### src/hw/gbc_wram_params.svh
`ifndef GBC_WRAM_PARAMS_SVH
`define GBC_WRAM_PARAMS_SVH

// io bus address of the svbk register.
`define SVBK_ADDR 16'hFF70

// number of 4 kb banks in physical storage.
// bank 0 is fixed at 0xc000, banks 1..7 switch in at 0xd000.
`define WRAM_BANKS 8

// total bytes of working ram.
// 8 banks of 4 kb each.
`define WRAM_DEPTH 32768

`endif

### src/hw/gbc_wram_pkg.sv
`include "gbc_wram_params.svh"

package gbc_wram_pkg;

   // bank number as held in svbk.
   // three bits cover all eight banks.
   typedef logic [$clog2(`WRAM_BANKS)-1:0] bank_t;

   // byte address into the physical ram.
   // upper bits pick the bank, lower 12 the offset.
   typedef logic [$clog2(`WRAM_DEPTH)-1:0] phys_addr_t;

   // one working-ram request as taken from the router.
   typedef struct packed {
      // full cpu address, only bits 12:0 matter.
      logic [15:0] addr;
      // high for a write, low for a read.
      logic        we;
      // write byte, don't care on reads.
      logic [7:0]  wdata;
   } wram_req_t;

endpackage

### src/hw/wram_req_if.sv
// stage-1 request between the bus port and the ram side.
interface wram_req_if
   import gbc_wram_pkg::*;
   ();

   // request sits in stage 1 this cycle.
   logic      s1_valid;

   // registered request payload.
   wram_req_t s1_req;

   // bus port owns stage 1.
   modport master (
      output s1_valid,
      output s1_req
   );

   // mapper and ram hookup only look.
   modport slave (
      input s1_valid,
      input s1_req
   );

endinterface

### src/hw/wram_bus_port.sv
module wram_bus_port
   import gbc_wram_pkg::*;
   (
   input  logic        i_clk,
   input  logic        rst_n,

   // request channel from the router.
   input  logic        req_valid,
   output logic        req_ready,
   input  logic [15:0] req_addr,
   input  logic        req_we,
   input  logic [7:0]  req_wdata,

   // read response channel.
   output logic        resp_valid,
   input  logic        resp_ready,
   output logic [7:0]  resp_rdata,

   // ram read data, valid the cycle after access.
   input  logic [7:0]  ram_rdata,

   // stage-1 request toward mapper and ram.
   wram_req_if.master  s1
   );

   logic       req_take;
   logic       s1_rd;
   logic       rd_pend;
   logic [7:0] fifo_mem [2];
   logic       wr_ptr;
   logic       rd_ptr;
   logic [1:0] fifo_cnt;
   logic       fifo_empty;
   logic       push;
   logic       pop;
   logic       leaving;
   logic [2:0] in_flight;
   logic [2:0] after_leave;

   assign req_take = req_valid & req_ready;

   // stage 1 register.
   always_ff @(posedge i_clk or negedge rst_n) begin
      if (!rst_n) begin
         s1.s1_valid <= 1'b0;
      end else begin
         s1.s1_valid <= req_take;
      end
   end

   // payload only moves on a transfer.
   always_ff @(posedge i_clk) begin
      if (req_take) begin
         s1.s1_req <= '{addr: req_addr, we: req_we, wdata: req_wdata};
      end
   end

   // read in stage 1 hits the ram at this edge.
   assign s1_rd = s1.s1_valid & ~s1.s1_req.we;

   // ram output cycle marker.
   always_ff @(posedge i_clk or negedge rst_n) begin
      if (!rst_n) begin
         rd_pend <= 1'b0;
      end else begin
         rd_pend <= s1_rd;
      end
   end

   assign fifo_empty = (fifo_cnt == 2'd0);

   // fresh ram data goes straight out when nothing is queued.
   assign resp_valid = ~fifo_empty | rd_pend;
   assign resp_rdata = fifo_empty ? ram_rdata : fifo_mem[rd_ptr];
   assign leaving    = resp_valid & resp_ready;

   // park ram data unless it bypassed this cycle.
   assign push = rd_pend & ~(fifo_empty & resp_ready);
   assign pop  = ~fifo_empty & resp_ready;

   // two-entry response fifo, pointers and count.
   always_ff @(posedge i_clk or negedge rst_n) begin
      if (!rst_n) begin
         wr_ptr   <= 1'b0;
         rd_ptr   <= 1'b0;
         fifo_cnt <= 2'd0;
      end else begin
         if (push) begin
            wr_ptr <= ~wr_ptr;
         end
         if (pop) begin
            rd_ptr <= ~rd_ptr;
         end
         fifo_cnt <= fifo_cnt + {1'b0, push} - {1'b0, pop};
      end
   end

   // fifo storage.
   always_ff @(posedge i_clk) begin
      if (push) begin
         fifo_mem[wr_ptr] <= ram_rdata;
      end
   end

   // reads in stage 1, at the ram output, and queued.
   assign in_flight   = {1'b0, fifo_cnt} + {2'b00, rd_pend} + {2'b00, s1_rd};
   // a response leaving this cycle frees its slot now.
   assign after_leave = in_flight - {2'b00, leaving};

   // room for one more read keeps the total at two.
   assign req_ready = (after_leave < 3'd2);

endmodule

### src/flat_wrapper.sv
// flat-port wrapper written by rule: the top's interface ports become plain ports
module wram_bus_port_flat import gbc_wram_pkg::*;
  (i_clk, rst_n, req_valid, req_ready, req_addr, req_we, req_wdata, resp_valid, resp_ready, resp_rdata, ram_rdata, s1_s1_valid, s1_s1_req);
  wram_req_if s1_i ();
  input  logic i_clk;
  input  logic rst_n;
  input  logic req_valid;
  output logic req_ready;
  input  logic [15:0] req_addr;
  input  logic req_we;
  input  logic [7:0] req_wdata;
  output logic resp_valid;
  input  logic resp_ready;
  output logic [7:0] resp_rdata;
  input  logic [7:0] ram_rdata;
  output wire logic [$bits(s1_i.s1_valid)-1:0] s1_s1_valid;
  output wire logic [$bits(s1_i.s1_req)-1:0] s1_s1_req;
  assign s1_s1_valid = s1_i.s1_valid;
  assign s1_s1_req = s1_i.s1_req;
  wram_bus_port u_core (.i_clk(i_clk), .rst_n(rst_n), .req_valid(req_valid), .req_ready(req_ready), .req_addr(req_addr), .req_we(req_we), .req_wdata(req_wdata), .resp_valid(resp_valid), .resp_ready(resp_ready), .resp_rdata(resp_rdata), .ram_rdata(ram_rdata), .s1(s1_i));
endmodule
### config.mk
export PLATFORM = sky130hd
export DESIGN_NAME = wram_bus_port_flat
export DESIGN_NICKNAME = d
export VERILOG_FILES = /design/src/hw/gbc_wram_pkg.sv /design/src/hw/wram_req_if.sv /design/src/hw/wram_bus_port.sv /design/src/flat_wrapper.sv
export VERILOG_INCLUDE_DIRS = /design/src /design/src/hw
export SDC_FILE = /design/constraint.sdc
export NUM_CORES = 1
export LEC_CHECK = 0
export BUFFER_PORTS_ARGS = -buffer_cell sky130_fd_sc_hd__buf_2
export CORE_UTILIZATION = 51
export DETAILED_ROUTE_END_ITERATION = 7
export GPL_TIMING_DRIVEN = 0
export PLACE_DENSITY = 0.84
export SLEW_MARGIN = 20
export SYNTH_ARGS = -nofsm -noshare
export SYNTH_HDL_FRONTEND = slang
export SYNTH_SLANG_ARGS = --single-unit
### constraint.sdc
create_clock -name i_clk -period 6.8 [get_ports i_clk]
set_clock_uncertainty 0.15 [all_clocks]
set_input_delay 1.36 -clock i_clk [delete_from_list [all_inputs] [get_ports i_clk]]
set_output_delay 1.36 -clock i_clk [all_outputs]
set_load 0.02 [all_outputs]
# Yosys cells after proc, flatten, opt, wreduce, memory -nomap -nowiden
# Memory sizes are Yosys's and may differ from the RTL's.
# Cells that the tools add are included.
# word_totals
register_bits,31
mem_bits_rw,16
output_inout_bits,36
word_cells,31
n_memories,1
# mem_list
memory,words,word_bits,rd,rd_clocked_by_memory_dff,write_ports,line,source
u_core.fifo_mem,2,8,1,0,1,wram_bus_port.sv:29,logic [7:0] fifo_mem [2];
# classes
addsub,5
order_cmp,1
n_mux,3
bitwise_logic,12
n_reduce_logical,1
# ops
cell,count
8-bit 2-to-1 mux,1
1-bit bitwise AND,6
1-bit NOT,5
2-bit by 1-bit adder with 3-bit output,1
3-bit by 1-bit adder with 3-bit output,1
"3-bit by 2-bit < comparator with 1-bit output, second input constant",1
3-bit by 1-bit subtractor with 3-bit output,1
2-bit by 1-bit adder with 2-bit output,1
2-bit zero test,1
1-bit 2-to-1 mux,2
2-bit by 1-bit subtractor with 2-bit output,1
1-bit OR,1

# Depth between registers and ports, before layout
# depth
depth_word,7
ltp_mapped,9

# Worst setup path before layout
# OpenSTA, ideal clock, no wires.
# synth_timing
path_type,input port to output port
startpoint,input resp_ready
endpoint,output req_ready
arrival_ns,3.002
path_slack_ns,2.288
path_stages,8
path_buffers,0
path_cell_list,and2_1 -> ha_1 -> inv_1 -> ha_1 -> a21o_1 -> fa_1 -> xnor2_1 -> nor2_1
# synth_via
elab_chain_len,3
# synth_lines
element,line,source
from (decl),flat_wrapper.sv:13,input logic resp_ready;
1-bit bitwise AND,wram_bus_port.sv:75,assign leaving = resp_valid & resp_ready;
3-bit by 1-bit subtractor with 3-bit output,wram_bus_port.sv:108,"assign after_leave = in_flight - {2'b00, leaving};"
3-bit by 2-bit < comparator with 1-bit output,wram_bus_port.sv:111,assign req_ready = (after_leave < 3'd2);
to (decl),flat_wrapper.sv:8,output logic req_ready;
# Every way passes these cells.

# Worst setup path after layout
# Same ends and word-level chain as after synthesis.

==> Flow_metrics.wiki <==
{| class="wikitable"
! Metric !! Value
|-
| EDFF count, synth || 41
|-
| Number of gates resized after CTS || 0
|-
| H-tree lvl count || 2
|-
| Syn Nets || 149
|-
| Avg Inst Size Synth || 16.9 µm²
|-
| Setup-failing EPs final || 0
|-
| CTS Root Buffer Type || sky130_fd_sc_hd__clkbuf_4
|-
| CP Max Fanout || 4
|-
| Final std cell area, no fill || 0.00230 mm²
|-
| Static leakage power || 0.000977 µW
|-
| Worst hold-check path type || flop to flop
|-
| Gate count of the mapped netlist || 107
|-
| Final cell utilization of the core || 0.684
|-
| Setup repair after global routing missed its margin || false
|-
| Buffers on Ports || 72
|-
| Number of buffers inserted by post-CTS setup repair || 0
|-
| Pins Over Slew Limit || 0
|-
| HPWL reported at the end of detailed placement || 2530 µm
|-
| Data arrival time of the critical path || 3270 ps
|-
| Net total in the final layout || 229
|-
| Seq. cell area || 0.00138 mm²
|-
| Fill count || 259
|-
| Worst vdd ir || 0.000250 V
|-
| Post-Place Cell Area || 0.00224 mm²
|-
| Row cnt || 21
|-
| Final setup TNS || 0 ps
|-
| Drt pass-1 iters || 4
|-
| Clock buffer count from CTS || 5
|-
| Area growth syn-to-layout || 27.4%
|-
| Final worst slack || 2020 ps
|-
| Gpl congestion || 0.814
|-
| Portion of synthesized cell area occupied by the leading cell type || 0.682
|-
| Worst slack at placement || 2020 ps
|-
| Post-synthesis instance area || 0.00181 mm²
|-
| Period utilisation layout || 0.703
|-
| Actual slew at the worst max-slew pin || 670 ps
|-
| Floorplan die width || 61.5 µm
|-
| Power Density || 453 mW/mm²
|-
| Layout cells sized above 1 || 0.463
|-
| GR Overflow Total || 0
|-
| Vias after detailed routing || 1149
|-
| Number of buffers on the longest clock path || 2
|-
| Cts-stage hold buffer count || 0
|-
| Proportion of synthesized area in mux cells || 0.0444
|-
| Layout Cells excl Fill || 234
|-
| Final WL || 3330 µm
|-
| Dominant register cell in the synthesized netlist || sky130_fd_sc_hd__edfxtp_1
|-
| Synth unique cells || 24
|-
| Synthesized-area fraction occupied by ao, oa, aoi and oai cells || 0.0340
|-
| Outcome || finished clean
|-
| Overall fraction of global-route tracks in use || 0.191
|-
| TritonCTS clock tree || done
|-
| Path type of the worst setup path || input port to output port
|-
| Synth warn || 0
|-
| Routed WL per cell || 14.2 µm
|-
| Full die area || 0.00378 mm²
|-
| Synth area leaders || sky130_fd_sc_hd__edfxtp_1 (68%), sky130_fd_sc_hd__dfrtp_1 (8.3%), sky130_fd_sc_hd__mux2i_1 (4.4%), sky130_fd_sc_hd__ha_1 (2.8%), sky130_fd_sc_hd__a21oi_1 (2.2%)
|-
| Chip height || 61.5 µm
|-
| Worst skew pair latency || 360 ps
|-
| Drt initial violations || 32
|-
| Fraction of the mapped netlist area in simple logic gates || 0.0693
|-
| Cell accounting for the most synthesized area || sky130_fd_sc_hd__edfxtp_1
|-
| Maximum clock rate || 0.209 GHz
|-
| Critical Path RT || 5290 ps
|-
| Total placed cells including tap cells || 226
|-
| Share of the synthesized netlist area taken by xor and xnor gates || 0.0194
|-
| DRC violations left || 0
|-
| Antenna cells || 0
|-
| Flip-flop and latch count after synthesis || 47
|-
| Vias in the first global route || 1134
|-
| Main combinational cell family by area after synthesis || simple AND/OR/NAND/NOR gates
|-
| Number of antenna violations at the first check in global routing || 0
|-
| Count of nets left with antenna violations after detail routing || 0
|-
| Async SR Flop Fraction || 0.128
|-
| CORE AREA || 0.00336 mm²
|-
| Wire length of the first global-routing pass || 4800 µm
|-
| Sequential cell area fraction in the yosys report || 0.765
|-
| Boundary pin count || 73
|-
| Clock transition at the register clock pins on the worst setup and hold paths after CTS || 120 ps
|-
| Max_slew headroom || 0.552
|-
| Total number of clock tree sinks || 47
|-
| Pin count of the biggest net entering global routing || 19
|-
| Final critical delay including setup and external delays || 4780 ps
|-
| Multi-input logic area || 383 µm²
|-
| DR vias/cell || 4.91
|-
| Share of synthesized cell area in full adder, half adder and majority cells || 0.0388
|-
| Starting Density || 0.537
|-
| Type of destination of the critical path || output port
|-
| Sort of element at the start of the critical path || input port
|-
| Hold Vio Cnt, Final || 0
|-
| Max capacitance violation total || 0
|}
-- state kept, by name, indices dropped and copies added, names as in the netlist --
| signal | cells |
|---|---|
| u_core.wr_ptr | 1 |
| u_core.s1.s1_req | 25 |
| u_core.fifo_cnt | 2 |
| u_core.rd_pend | 1 |
| u_core.s1.s1_valid | 1 |
| u_core.fifo_mem | 16 |
| u_core.rd_ptr | 1 |
-- logic make-up (layout without fill, tap and decap cells) --
family                     Yosys count  count (layout)
xor gates and xnor gates             4               4
buffers and inverters               11              92
muxes                                8               8
DFF                                 47              47
and+or+nand+nor                     21              21
adders and majority gates            5               5
AOI/OAI and AO/OA                   11              11
-- layout by cell type (no fill, tap or decap) --
cell                         instances
sky130_fd_sc_hd__nor2_1              3
sky130_fd_sc_hd__or3_4               1
sky130_fd_sc_hd__nand2b_1            2
sky130_fd_sc_hd__clkbuf_2            1
sky130_fd_sc_hd__clkbuf_1            1
sky130_fd_sc_hd__o221ai_1            1
sky130_fd_sc_hd__inv_1               7
sky130_fd_sc_hd__nand2_1             1
sky130_fd_sc_hd__nor3b_2             1
sky130_fd_sc_hd__clkinvlp_4          1
sky130_fd_sc_hd__o21ai_0             1
sky130_fd_sc_hd__xnor2_1             4
sky130_fd_sc_hd__a21oi_1             8
sky130_fd_sc_hd__or2_1               1
sky130_fd_sc_hd__clkbuf_4            5
sky130_fd_sc_hd__clkinv_2            1
sky130_fd_sc_hd__fa_1                1
sky130_fd_sc_hd__nor2b_1             1
sky130_fd_sc_hd__dfrtp_1             6
sky130_fd_sc_hd__buf_2              74
sky130_fd_sc_hd__nor3b_4             1
sky130_fd_sc_hd__a21o_1              1
sky130_fd_sc_hd__and2_1              1
sky130_fd_sc_hd__mux2i_1             8
sky130_fd_sc_hd__ha_1                4
sky130_fd_sc_hd__nor3b_1             1
sky130_fd_sc_hd__edfxtp_1           41
sky130_fd_sc_hd__nor3_1              8
sky130_fd_sc_hd__buf_6               2
-- synth_stat cells (2+ instances only) --
cell                       instances
sky130_fd_sc_hd__nor3_1            8
sky130_fd_sc_hd__a21oi_1           8
sky130_fd_sc_hd__ha_1              4
sky130_fd_sc_hd__nand2b_1          2
sky130_fd_sc_hd__nor3b_1           2
sky130_fd_sc_hd__xnor2_1           4
sky130_fd_sc_hd__nor2_1            3
sky130_fd_sc_hd__inv_1             7
sky130_fd_sc_hd__edfxtp_1         41
sky130_fd_sc_hd__dfrtp_1           6
sky130_fd_sc_hd__buf_2             2
sky130_fd_sc_hd__mux2i_1           8
-- layout make-up --
cell class,instances,share of cell area
buffer,4,0.0114
clock buffer,6,0.0180
clock inverter,2,0.00544
inverter,7,0.0114
multi-input combinational,49,0.166
sequential,47,0.601
tap,46,0.0250
timing repair buffer,73,0.162
-- metal layers --
metal  routed length [µm]  up-vias  track usage
met4                   63        0       0.0952
met3                  283        7       0.0903
met2                 1680       52        0.324
met1                 1310      540        0.197
met5                    0        -            0
li1                     -      550            -
-- critical path: stages --
cell	delay, ps
sky130_fd_sc_hd__buf_2	120
sky130_fd_sc_hd__and2_1	140
sky130_fd_sc_hd__ha_1	260
sky130_fd_sc_hd__inv_1	40
sky130_fd_sc_hd__ha_1	260
sky130_fd_sc_hd__a21o_1	160
sky130_fd_sc_hd__fa_1	390
sky130_fd_sc_hd__xnor2_1	290
sky130_fd_sc_hd__nor2_1	70
sky130_fd_sc_hd__buf_2	170
-- worst paths after layout --
check / from / to / slack, ps / cells after the start
max reg2reg: u_core.fifo_cnt[1]$_DFF_PN0_ / u_core.s1.s1_req[1]$_DFFE_PP_ / 3300 / 10
max: resp_ready / req_ready / 2020 / 10
min: u_core.s1.s1_req[8]$_DFFE_PP_ / u_core.rd_pend$_DFF_PN0_ / 320 / 1
min reg2reg: u_core.s1.s1_req[8]$_DFFE_PP_ / u_core.rd_pend$_DFF_PN0_ / 320 / 1
max in group asynchronous: rst_n / u_core.rd_pend$_DFF_PN0_ / 5700 / 1
min in group asynchronous: rst_n / u_core.s1.s1_valid$_DFF_PN0_ / 650 / 1
-- power by group --
part	leakage, µW	internal [µW]	switching [µW]
clock	0.0000282	40.0	82.4
sequential	0.000447	415	29.2
combinational	0.000502	168	308
-- metrics by stage --
| step | hold WS [ps] | power, µW |
|---|---|---|
| floorplan | 340 | 766 |
| detailed placement | 297 | 932 |
| global placement | 282 | 894 |
| global route | 344 | 1110 |
| CTS | 322 | 1050 |
| finish | 316 | 1040 |
(Power assumes the default switching activity.)
