<file path="config.mk">
export PLATFORM = sky130hd
export DESIGN_NAME = svbk_register
export DESIGN_NICKNAME = d
export VERILOG_FILES = /design/src/hw/gbc_wram_pkg.sv /design/src/hw/svbk_register.sv
export VERILOG_INCLUDE_DIRS = /design/src /design/src/hw
export SDC_FILE = /design/constraint.sdc
export NUM_CORES = 1
export LEC_CHECK = 0
export ABC_AREA = 1
export BUFFER_PORTS_ARGS = -buffer_cell sky130_fd_sc_hd__buf_4
export CELL_PAD_IN_SITES_DETAIL_PLACEMENT = 0
export CELL_PAD_IN_SITES_GLOBAL_PLACEMENT = 2
export CORE_MARGIN = 4
export CORE_UTILIZATION = 18
export DETAILED_ROUTE_END_ITERATION = 10
export PLACE_DENSITY = 0.92
export SYNTH_ARGS = -nofsm -noshare
export SYNTH_HDL_FRONTEND = slang
export SYNTH_SLANG_ARGS = --single-unit
</file>
<file path="constraint.sdc">
create_clock -name i_clk -period 1.76 [get_ports i_clk]
set_clock_uncertainty 0.15 [all_clocks]
set_input_delay 0.352 -clock i_clk [delete_from_list [all_inputs] [get_ports i_clk]]
set_output_delay 0.352 -clock i_clk [all_outputs]
set_load 0.005 [all_outputs]
</file>
<file path="src/hw/gbc_wram_params.svh">
`ifndef GBC_WRAM_PARAMS_SVH
`define GBC_WRAM_PARAMS_SVH

// io bus address of the svbk register.
`define SVBK_ADDR 16'hFF70

// number of 4 kb banks in physical storage.
// bank 0 is fixed at 0xc000, banks 1..7 switch in at 0xd000.
`define WRAM_BANKS 8

// total bytes of working ram.
// 8 banks of 4 kb each.
`define WRAM_DEPTH 32768

`endif

</file>
<file path="src/hw/gbc_wram_pkg.sv">
`include "gbc_wram_params.svh"

package gbc_wram_pkg;

   // bank number as held in svbk.
   // three bits cover all eight banks.
   typedef logic [$clog2(`WRAM_BANKS)-1:0] bank_t;

   // byte address into the physical ram.
   // upper bits pick the bank, lower 12 the offset.
   typedef logic [$clog2(`WRAM_DEPTH)-1:0] phys_addr_t;

   // one working-ram request as taken from the router.
   typedef struct packed {
      // full cpu address, only bits 12:0 matter.
      logic [15:0] addr;
      // high for a write, low for a read.
      logic        we;
      // write byte, don't care on reads.
      logic [7:0]  wdata;
   } wram_req_t;

endpackage

</file>
<file path="src/hw/svbk_register.sv">
`include "gbc_wram_params.svh"

module svbk_register
   import gbc_wram_pkg::*;
   (
   input  logic        i_clk,
   input  logic        rst_n,

   // io register bus.
   input  logic [15:0] io_addr,
   input  logic [7:0]  io_wdata,
   input  logic        io_we,
   input  logic        io_re,
   output logic [7:0]  io_rdata,

   // dmg mode locks the switchable bank.
   input  logic        dmg_mode,

   // bank as seen by the mapper.
   output bank_t       bank
   );

   logic  svbk_hit;
   logic  svbk_wr;
   bank_t bank_q;

   // address decode for 0xff70.
   assign svbk_hit = (io_addr == `SVBK_ADDR);

   // writes only land in cgb mode.
   assign svbk_wr = io_we & svbk_hit & ~dmg_mode;

   // stored bank, bits 2:0 of the write.
   always_ff @(posedge i_clk or negedge rst_n) begin
      if (!rst_n) begin
         bank_q <= '0;
      end else if (svbk_wr) begin
         bank_q <= io_wdata[$bits(bank_t)-1:0];
      end
   end

   // registered read-back.
   // unused bits read as ones, value holds until the next read.
   always_ff @(posedge i_clk or negedge rst_n) begin
      if (!rst_n) begin
         io_rdata <= '0;
      end else if (io_re && svbk_hit) begin
         io_rdata <= {{(8 - $bits(bank_t)){1'b1}}, bank_q};
      end
   end

   // dmg only ever sees bank 1.
   // the zero-to-one alias is left to the mapper.
   assign bank = dmg_mode ? bank_t'(1) : bank_q;

endmodule

</file>
### After elaboration in Yosys (flattened, before gate mapping)

Index checks and enable logic that the tools add are counted.

| storage, ports and cells | value |
|---|---|
| flip-flop bits (word level) | 7 |
| bits of input ports | 29 |
| output and inout port bits | 11 |
| word-level logic and storage cells | 8 |

| operators by class | value |
|---|---|
| eq/ne operators | 1 |
| mux-type cells | 1 |
| bitwise operators | 3 |
| reductions and logical operators | 1 |

Operator list:

| kind | number |
|---|---|
| $eq 16x16->1 const B | 1 |
| $mux 3 | 1 |
| $and 1x1->1 | 2 |
| $logic_and 1x1->1 | 1 |
| $not 1->1 | 1 |

### Logic depth before layout (Yosys ltp)

Gate-level depths: netlist of run 1.

| logic depth | value |
|---|---|
| depth in word-level cells | 3 |
| gate-level depth with buffers | 7 |
| mapped depth without buffers | 7 |

### Least setup slack after synthesis of run 1

No wires, ideal clock.

| path | value |
|---|---|
| path kind | input -> register |
| start point | input port io_addr[3] |
| end point | register io_rdata[1] |
| library setup time | 0.117 ns |
| data arrival time | 0.901 ns |
| required time | 1.493 ns |
| slack | 0.592 ns |
| stages | 6 |
| path buffers | 0 |
| cell sequence | nor2_2 -> nand2_2 -> nor2_8 -> nand3_2 -> nand2_1 -> nand2_1 |

| on the way | value |
|---|---|
| word-level cells in the longest chain between the ends | 2 |

RTL lines:

| what | RTL line | text |
|---|---|---|
| from (decl) | svbk_register.sv:10 | `input logic [15:0] io_addr,` |
| $eq 16x16->1 (no source line) | - |  |
| $logic_and 1x1->1 | svbk_register.sv:47 | `end else if (io_re && svbk_hit) begin` |
| to (signal assigned) | svbk_register.sv:48 | `io_rdata <= {{(8 - $bits(bank_t)){1'b1}}, bank_q};` |
| to (decl) | svbk_register.sv:14 | `output logic [7:0] io_rdata,` |

Every way passes these cells.
A chain may end at the register's enable or synchronous reset.

### Worst setup path in the final report of run 1

| path | value |
|---|---|
| start point | register bank_q[0] |
| end point | output port bank[0] |

| on the way | value |
|---|---|
| word-level cells in the longest chain between the ends | 1 |

RTL lines:

| what | RTL line | text |
|---|---|---|
| from (decl) | svbk_register.sv:25 | `bank_t bank_q;` |
| from (signal assigned) | svbk_register.sv:38 | `bank_q <= io_wdata[$bits(bank_t)-1:0];` |
| $mux 3 | svbk_register.sv:54 | `assign bank = dmg_mode ? bank_t'(1) : bank_q;` |
| to (decl) | svbk_register.sv:20 | `output bank_t bank` |

Every way passes these cells.

==> flow_metrics.py, run 1 <==
metrics = {
    "status": {
        "outcome": "finished clean",
    },
    "cells_and_area": {
        "most_common_library_cell_in_the_layout_ignoring_fill_and_taps": "buf_4",
        "areaGrowthSynthToFinish_pct": 66.9,
        "finish.instance_area_um2": 739,
        "final_core_util_pct": 32.5,
        "nets": 121,
        "n_antenna_cell": 0,
        "finalNonFillerCells": 119,
        "layout_common_cells": "buf_4, nand2_1, inv_1, nand4_1, dfrtp_1",
        "drive_above_1_share_pct": 52.7,
        "fillCellCount": 233,
    },
    "worst_setup_path": {
        "worstPathRequired_ns": 1.26,
        "r2r_setup_slack_ns": 0.95,
        "r2r_end": "io_rdata[3]",
        "setup.worst_path.class": "register to output port",
        "timing.critical_path.to_type": "output port",
        "critPathLaunchType": "register",
        "cp-startpoint": "bank_q[0]",
        "critical_path.max_stage_delay_ns": 0.39,
        "critical_path_cell_by_cell": "or2_2 -> buf_4",
        "crit_slowest_cell": "dfrtp_1",
        "cp_data_arrival_time_ns": 1.06,
        "path_max_fanout": 3,
        "endpoint": "bank[0]",
        "r2r_start": "io_rdata[3]",
        "ff2ff_path_depth": 2,
    },
    "logic_synthesis": {
        "ys_warn_count": 0,
        "synth.largest_area_cell": "dfrtp_1",
        "synth_cells": 56,
        "synth_area_um2": 443,
        "syn_nets": 85,
        "syn_avg_cell_area_um2": 7.91,
        "ys_ff_latch": 7,
        "netlist-cell-type-count": 13,
        "part_of_the_yosys_area_used_for_sequential_elements_pct": 39.5,
        "yosys-top-cells-area": "dfrtp_1, nand2_1, nand4_1, buf_4, inv_1",
        "post-synth-top-area-fraction_pct": 39.5,
    },
    "timing": {
        "worst_hold_slack_ns": 0.208,
        "layout_worst_path_cycle_share_pct": 88.5,
        "setup_repair_after_global_routing_missed_its_margin": "false",
        "worst_pin_slew_ns": 0.264,
        "final_max_slew_viol_count": 0,
        "worst_slew_margin_rel_pct": 82.3,
        "setup-tns-final_ns": 0,
        "final_critical_delay_including_setup_and_external_delays_ns": 1.56,
        "report.final.setup_viol": 0,
        "timing_hold_violations_final": 0,
        "fmaxAchievable_mhz": 642,
    },
    "place": {
        "numPlacedInstances": 114,
        "numPortBuffers": 34,
        "gp_congestion": 0.648,
        "hpwl_um": 923,
        "post_dp_cell_area_um2": 703,
    },
    "routing": {
        "drtAntennaViolNets": 0,
        "routed-via-count": 458,
        "wl_mm": 1.08,
        "iter_0_drt_violations": 17,
        "routedWlPerCell_um": 9.08,
        "via_per_inst": 3.85,
        "detail_route.first_pass.iterations": 4,
        "dr_drc_count": 0,
    },
    "clock_network": {
        "path_clk_slew_ns": 0.05,
        "root_buffer": "clkbuf_4",
        "cts_tree": "yes",
        "tritoncts.num_buffers": 3,
        "clock_latency_ns": 0.25,
        "cts.sink_count": 7,
        "clock_tree.buffer_depth": 2,
        "cts.htree.levels": 1,
    },
    "floorplan": {
        "row_count": 17,
        "fp.dieArea_um2": 3320,
        "placeableCoreArea_um2": 2280,
        "dieHeight_um": 57.6,
        "initial_utilization_pct": 19.5,
        "die-width_um": 57.6,
        "num_io_pins": 40,
    },
    "power": {
        "share_comb_of_total_power_pct": 16.9,
        "cell_internal_pwr_w": 0.000288,
        "vdd_ir_drop_max_mv": 0.142,
        "power.net_switching_w": 0.0000792,
        "cellPowerDensity_nw_per_um2": 496,
        "clkPwrFrac_pct": 39.1,
        "switching_share_pct": 21.6,
        "pwr-share-seq_pct": 43.9,
        "leakagePower_nw": 0.422,
    },
    "grt": {
        "grt_start_max_net_pins": 9,
        "number_of_antenna_violations_at_the_first_check_in_global_routing": 0,
        "gr-total-overflow": 0,
        "first_global_vias": 486,
        "grt_pass1_wl_mm": 1.93,
        "global_route_usage_sum_pct": 7.34,
    },
    "job": {
        "max-cap-violations": 0,
    },
    "worst_hold_path": {
        "hold_crit_path_type": "input port to register",
    },
}
==> power by group through the flow <==
stage / clock network, W / logic [W] / registers [W]
6_report: 0.000144 / 0.0000621 / 0.000161
5_1_grt: 0.000156 / 0.0000694 / 0.000161
4_1_cts: 0.000151 / 0.0000631 / 0.000161
3_5_place_dp: 0 / 0.0000612 / 0.000164
3_3_place_gp: 0 / 0.0000602 / 0.000164
2_1_floorplan: 0 / 0.0000137 / 0.000164
==> sequential cells by signal, indices dropped and copies added, names as in the netlist <==
register  flops
bank_q        3
io_rdata      4
==> area by class of cell <==
type | instances | area [um^2] | area share (%)
Clock buffer | 4 | 26.3 | 3.55
Timing Repair Buffer | 35 | 265 | 35.9
Multi-Input combinational cell | 37 | 208 | 28.1
Inverter | 8 | 30.0 | 4.06
Sequential cell | 7 | 175 | 23.7
Tap cell | 28 | 35.0 | 4.74
==> Yosys cell counts <==
| library cell | n |
|---|---|
| inv_1 | 7 |
| nor2_2 | 3 |
| nand4_1 | 7 |
| nor2_1 | 3 |
| nor2_4 | 1 |
| or2_2 | 1 |
| nor2_8 | 1 |
| dfrtp_1 | 7 |
| nand3_2 | 2 |
| buf_4 | 4 |
| nand2_2 | 2 |
| nand2_1 | 17 |
| inv_2 | 1 |
==> critical path: cells and delay by family (launching register included) <==
kind,cells,cell delay (ns)
DFF,1,0.39
buffers and inverters,1,0.14
and+or+nand+nor,1,0.28
==> logic make-up (layout without fill, tap and decap cells) <==
family        after synthesis  count (layout)  synth area share (%)
simple gates               37              37                  46.9
flops                       7               7                  39.5
buf+inv                    12              47                  13.6
==> what timing repair did <==
item	in CTS	in global routing
resized for setup	0	0
setup buffers	0	0
endpoints found under the hold margin	7	0
hold buffers	1	0
setup endpoints to repair	0	0
==> metrics by stage <==
stage / worst slack (ns) / total power, W
final: 0.202 / 0.000367
after floorplan: 0.592 / 0.000178
after detailed placement: 0.352 / 0.000225
after CTS: 0.187 / 0.000375
after global placement: 0.355 / 0.000224
after global routing: 0.172 / 0.000386
==> routing by layer <==
| layer | GRT usage (%) | up-vias | wire, um |
|---|---|---|---|
| met2 | 10.6 | 28 | 477 |
| met3 | 2.71 | 0 | 131 |
| met5 | 0 | - | 0 |
| li1 | - | 241 | - |
| met4 | 3.97 | 0 | 0 |
| met1 | 9.35 | 189 | 471 |
==> worst min-delay path by stage <==
stage	from	to	slack [ns]	cells after the start
final	io_wdata[0]	bank_q[0]	0.21	3
after global routing	io_wdata[0]	bank_q[0]	0.21	3
after CTS	io_wdata[0]	bank_q[0]	0.20	3
after detailed placement	rst_n	io_rdata[2]	0.02	1
after global placement	rst_n	io_rdata[0]	0.02	1
after floorplan	rst_n	bank_q[0]	-0.09	0
Note: power is estimated with default switching activity, not from simulation.
==> run 2: changes to the inputs <==
Settings changed: CELL_PAD_IN_SITES_DETAIL_PLACEMENT 0 to not set, CELL_PAD_IN_SITES_GLOBAL_PLACEMENT 2 to not set, CORE_AREA set to 4 4 41 43, CORE_MARGIN 4 to not set, CORE_UTILIZATION 18 to not set, CTS_CLUSTER_SIZE set to 40, DIE_AREA set to 0 0 45 47, PLACE_DENSITY 0.92 to 0.84.
==> run 2 against run 1 <==
  * Utilization rose by 23 points
  * Sequential power about the same
  * Non-clock buffer count did not move
  * Register-to-register slack about the same
  * Combinational power hardly changed
  * Sequential cell count unchanged
  * Global-route usage increased by 3.2 points
  * Clock power is essentially flat
  * Critical path depth is the same
  * Design area decreased by 2.2%
  * Sequential share of layout area increased by 0.53 points
  * Critical endpoint unchanged
==> flow_metrics.py, run 2 (synthesized netlist as in run 1, its figures left out) <==
metrics = {
    "status": {
        "outcome": "finished clean",
    },
    "grt": {
        "global_route_usage_sum_pct": 10.6,
        "first_global_vias": 449,
        "number_of_antenna_violations_at_the_first_check_in_global_routing": 0,
        "grt_start_max_net_pins": 9,
        "grt_pass1_wl_mm": 1.66,
        "gr-total-overflow": 0,
    },
    "timing": {
        "setup-tns-final_ns": 0,
        "post-route-worst-setup-slack_ns": 0.207,
        "final_max_slew_viol_count": 0,
        "worst_pin_slew_ns": 0.277,
        "worst_slew_margin_rel_pct": 81.5,
        "setup_repair_after_global_routing_missed_its_margin": "false",
        "layout_worst_path_cycle_share_pct": 88.2,
        "timing_hold_violations_final": 0,
        "final_critical_delay_including_setup_and_external_delays_ns": 1.55,
        "fmaxAchievable_mhz": 644,
        "report.final.setup_viol": 0,
    },
    "cells_and_area": {
        "nets": 121,
        "finish.instance_area_um2": 723,
        "finalNonFillerCells": 106,
        "fillCellCount": 127,
        "largest_reg_flops": 4,
        "areaGrowthSynthToFinish_pct": 63.3,
        "drive_above_1_share_pct": 52.7,
        "layout_common_cells": "buf_4, nand2_1, inv_1, nand4_1, dfrtp_1",
        "most_common_library_cell_in_the_layout_ignoring_fill_and_taps": "buf_4",
        "top_register": "io_rdata",
        "reg.largest.list": "io_rdata x4, bank_q x3",
        "n_antenna_cell": 0,
        "final_core_util_pct": 55.6,
    },
    "worst_setup_path": {
        "setup.worst_path.class": "register to output port",
        "r2r_end": "io_rdata[2]",
        "critPathLaunchType": "register",
        "cp_data_arrival_time_ns": 1.05,
        "path_max_fanout": 3,
        "ff2ff_path_depth": 2,
        "r2r_setup_slack_ns": 0.94,
        "r2r_start": "bank_q[2]",
        "worstPathRequired_ns": 1.26,
        "timing.critical_path.to_type": "output port",
    },
    "floorplan": {
        "row_count": 13,
        "fp.dieArea_um2": 2120,
        "dieHeight_um": 47,
        "placeableCoreArea_um2": 1300,
        "initial_utilization_pct": 34.0,
        "num_io_pins": 40,
        "die-width_um": 45,
    },
    "routing": {
        "wl_mm": 1.08,
        "routed-via-count": 463,
        "drtAntennaViolNets": 0,
        "via_per_inst": 4.37,
        "iter_0_drt_violations": 4,
        "detail_route.first_pass.iterations": 2,
        "dr_drc_count": 0,
        "routedWlPerCell_um": 10.2,
    },
    "place": {
        "hpwl_um": 931,
        "numPlacedInstances": 101,
        "post_dp_cell_area_um2": 687,
        "dp_worst_setup_slack_ns": 0.361,
        "gp_congestion": 0.734,
        "numPortBuffers": 34,
    },
    "clock_network": {
        "postcts_setup_bufs": 0,
        "tritoncts.num_buffers": 3,
        "clock_tree.buffer_depth": 2,
        "path_clk_slew_ns": 0.05,
        "cts.sink_count": 7,
        "cts_tree": "yes",
        "root_buffer": "clkbuf_4",
        "cts_resized": 0,
        "cts.htree.levels": 1,
        "clock_latency_ns": 0.24,
    },
    "power": {
        "cell_internal_pwr_w": 0.000288,
        "power.net_switching_w": 0.0000771,
        "leakagePower_nw": 0.422,
        "cellPowerDensity_nw_per_um2": 504,
        "pwr-share-seq_pct": 44.2,
        "clkPwrFrac_pct": 38.8,
        "switching_share_pct": 21.2,
        "share_comb_of_total_power_pct": 17.0,
        "vdd_ir_drop_max_mv": 0.189,
    },
    "worst_hold_path": {
        "hold_depth": 3,
        "holdCritStartpoint": "io_wdata[2]",
        "hold_crit_path_type": "input port to register",
        "worst_hold_path.endpoint": "bank_q[2]",
    },
    "job": {
        "max-cap-violations": 0,
    },
}
[run 2: worst max-delay path by stage]
stage                          start           to  slack, ns  cells after the start
after floorplan           io_addr[3]  io_rdata[1]       0.59                      6
after global placement      dmg_mode      bank[0]       0.36                      3
after detailed placement    dmg_mode      bank[0]       0.36                      3
after CTS                  bank_q[0]      bank[0]       0.19                      2
after global routing       bank_q[0]      bank[0]       0.17                      2
final                      bank_q[0]      bank[0]       0.21                      2
[run 2: per-layer routing]
metal / up-vias / global-route usage (%) / part of all wire (%)
met4: 0 / 5.26 / 0
met1: 190 / 10.9 / 40
met3: 0 / 3.45 / 15
met2: 30 / 19.2 / 45
li1: 243 / - / -
met5: - / 0 / 0
[run 2: area by class of cell]
type / instances / area [um^2] / share of cell area [%]
Clock buffer: 4 / 26.3 / 3.63
Multi-Input combinational cell: 37 / 208 / 28.7
Timing Repair Buffer: 35 / 265 / 36.7
Inverter: 8 / 30.0 / 4.15
Tap cell: 15 / 18.8 / 2.60
Sequential cell: 7 / 175 / 24.2
[run 2: critical path, cell delays in order, from the launching register on]
cell and delay [ns]:
dfrtp_1 0.39, or2_2 0.28, buf_4 0.14
[run 2: through the flow]
stage | hold slack [ns] | total power [W]
2_1_floorplan | -0.0936 | 0.000178
3_3_place_gp | 0.0163 | 0.000224
3_5_place_dp | 0.0210 | 0.000225
4_1_cts | 0.201 | 0.000372
5_1_grt | 0.213 | 0.000385
6_report | 0.207 | 0.000365
[run 2: power by group through the flow]
stage / clock [W] / combinational (W) / sequential (W)
finish: 0.000141 / 0.0000621 / 0.000161
global placement: 0 / 0.0000598 / 0.000164
CTS: 0.000148 / 0.0000633 / 0.000161
global route: 0.000156 / 0.0000686 / 0.000161
floorplan: 0 / 0.0000137 / 0.000164
detailed placement: 0 / 0.0000613 / 0.000164
[run 2: timing repair]
item | CTS | global route
hold buffers | 1 | 0
endpoints found under the hold margin | 7 | 0
endpoints found under the setup margin | 0 | 0
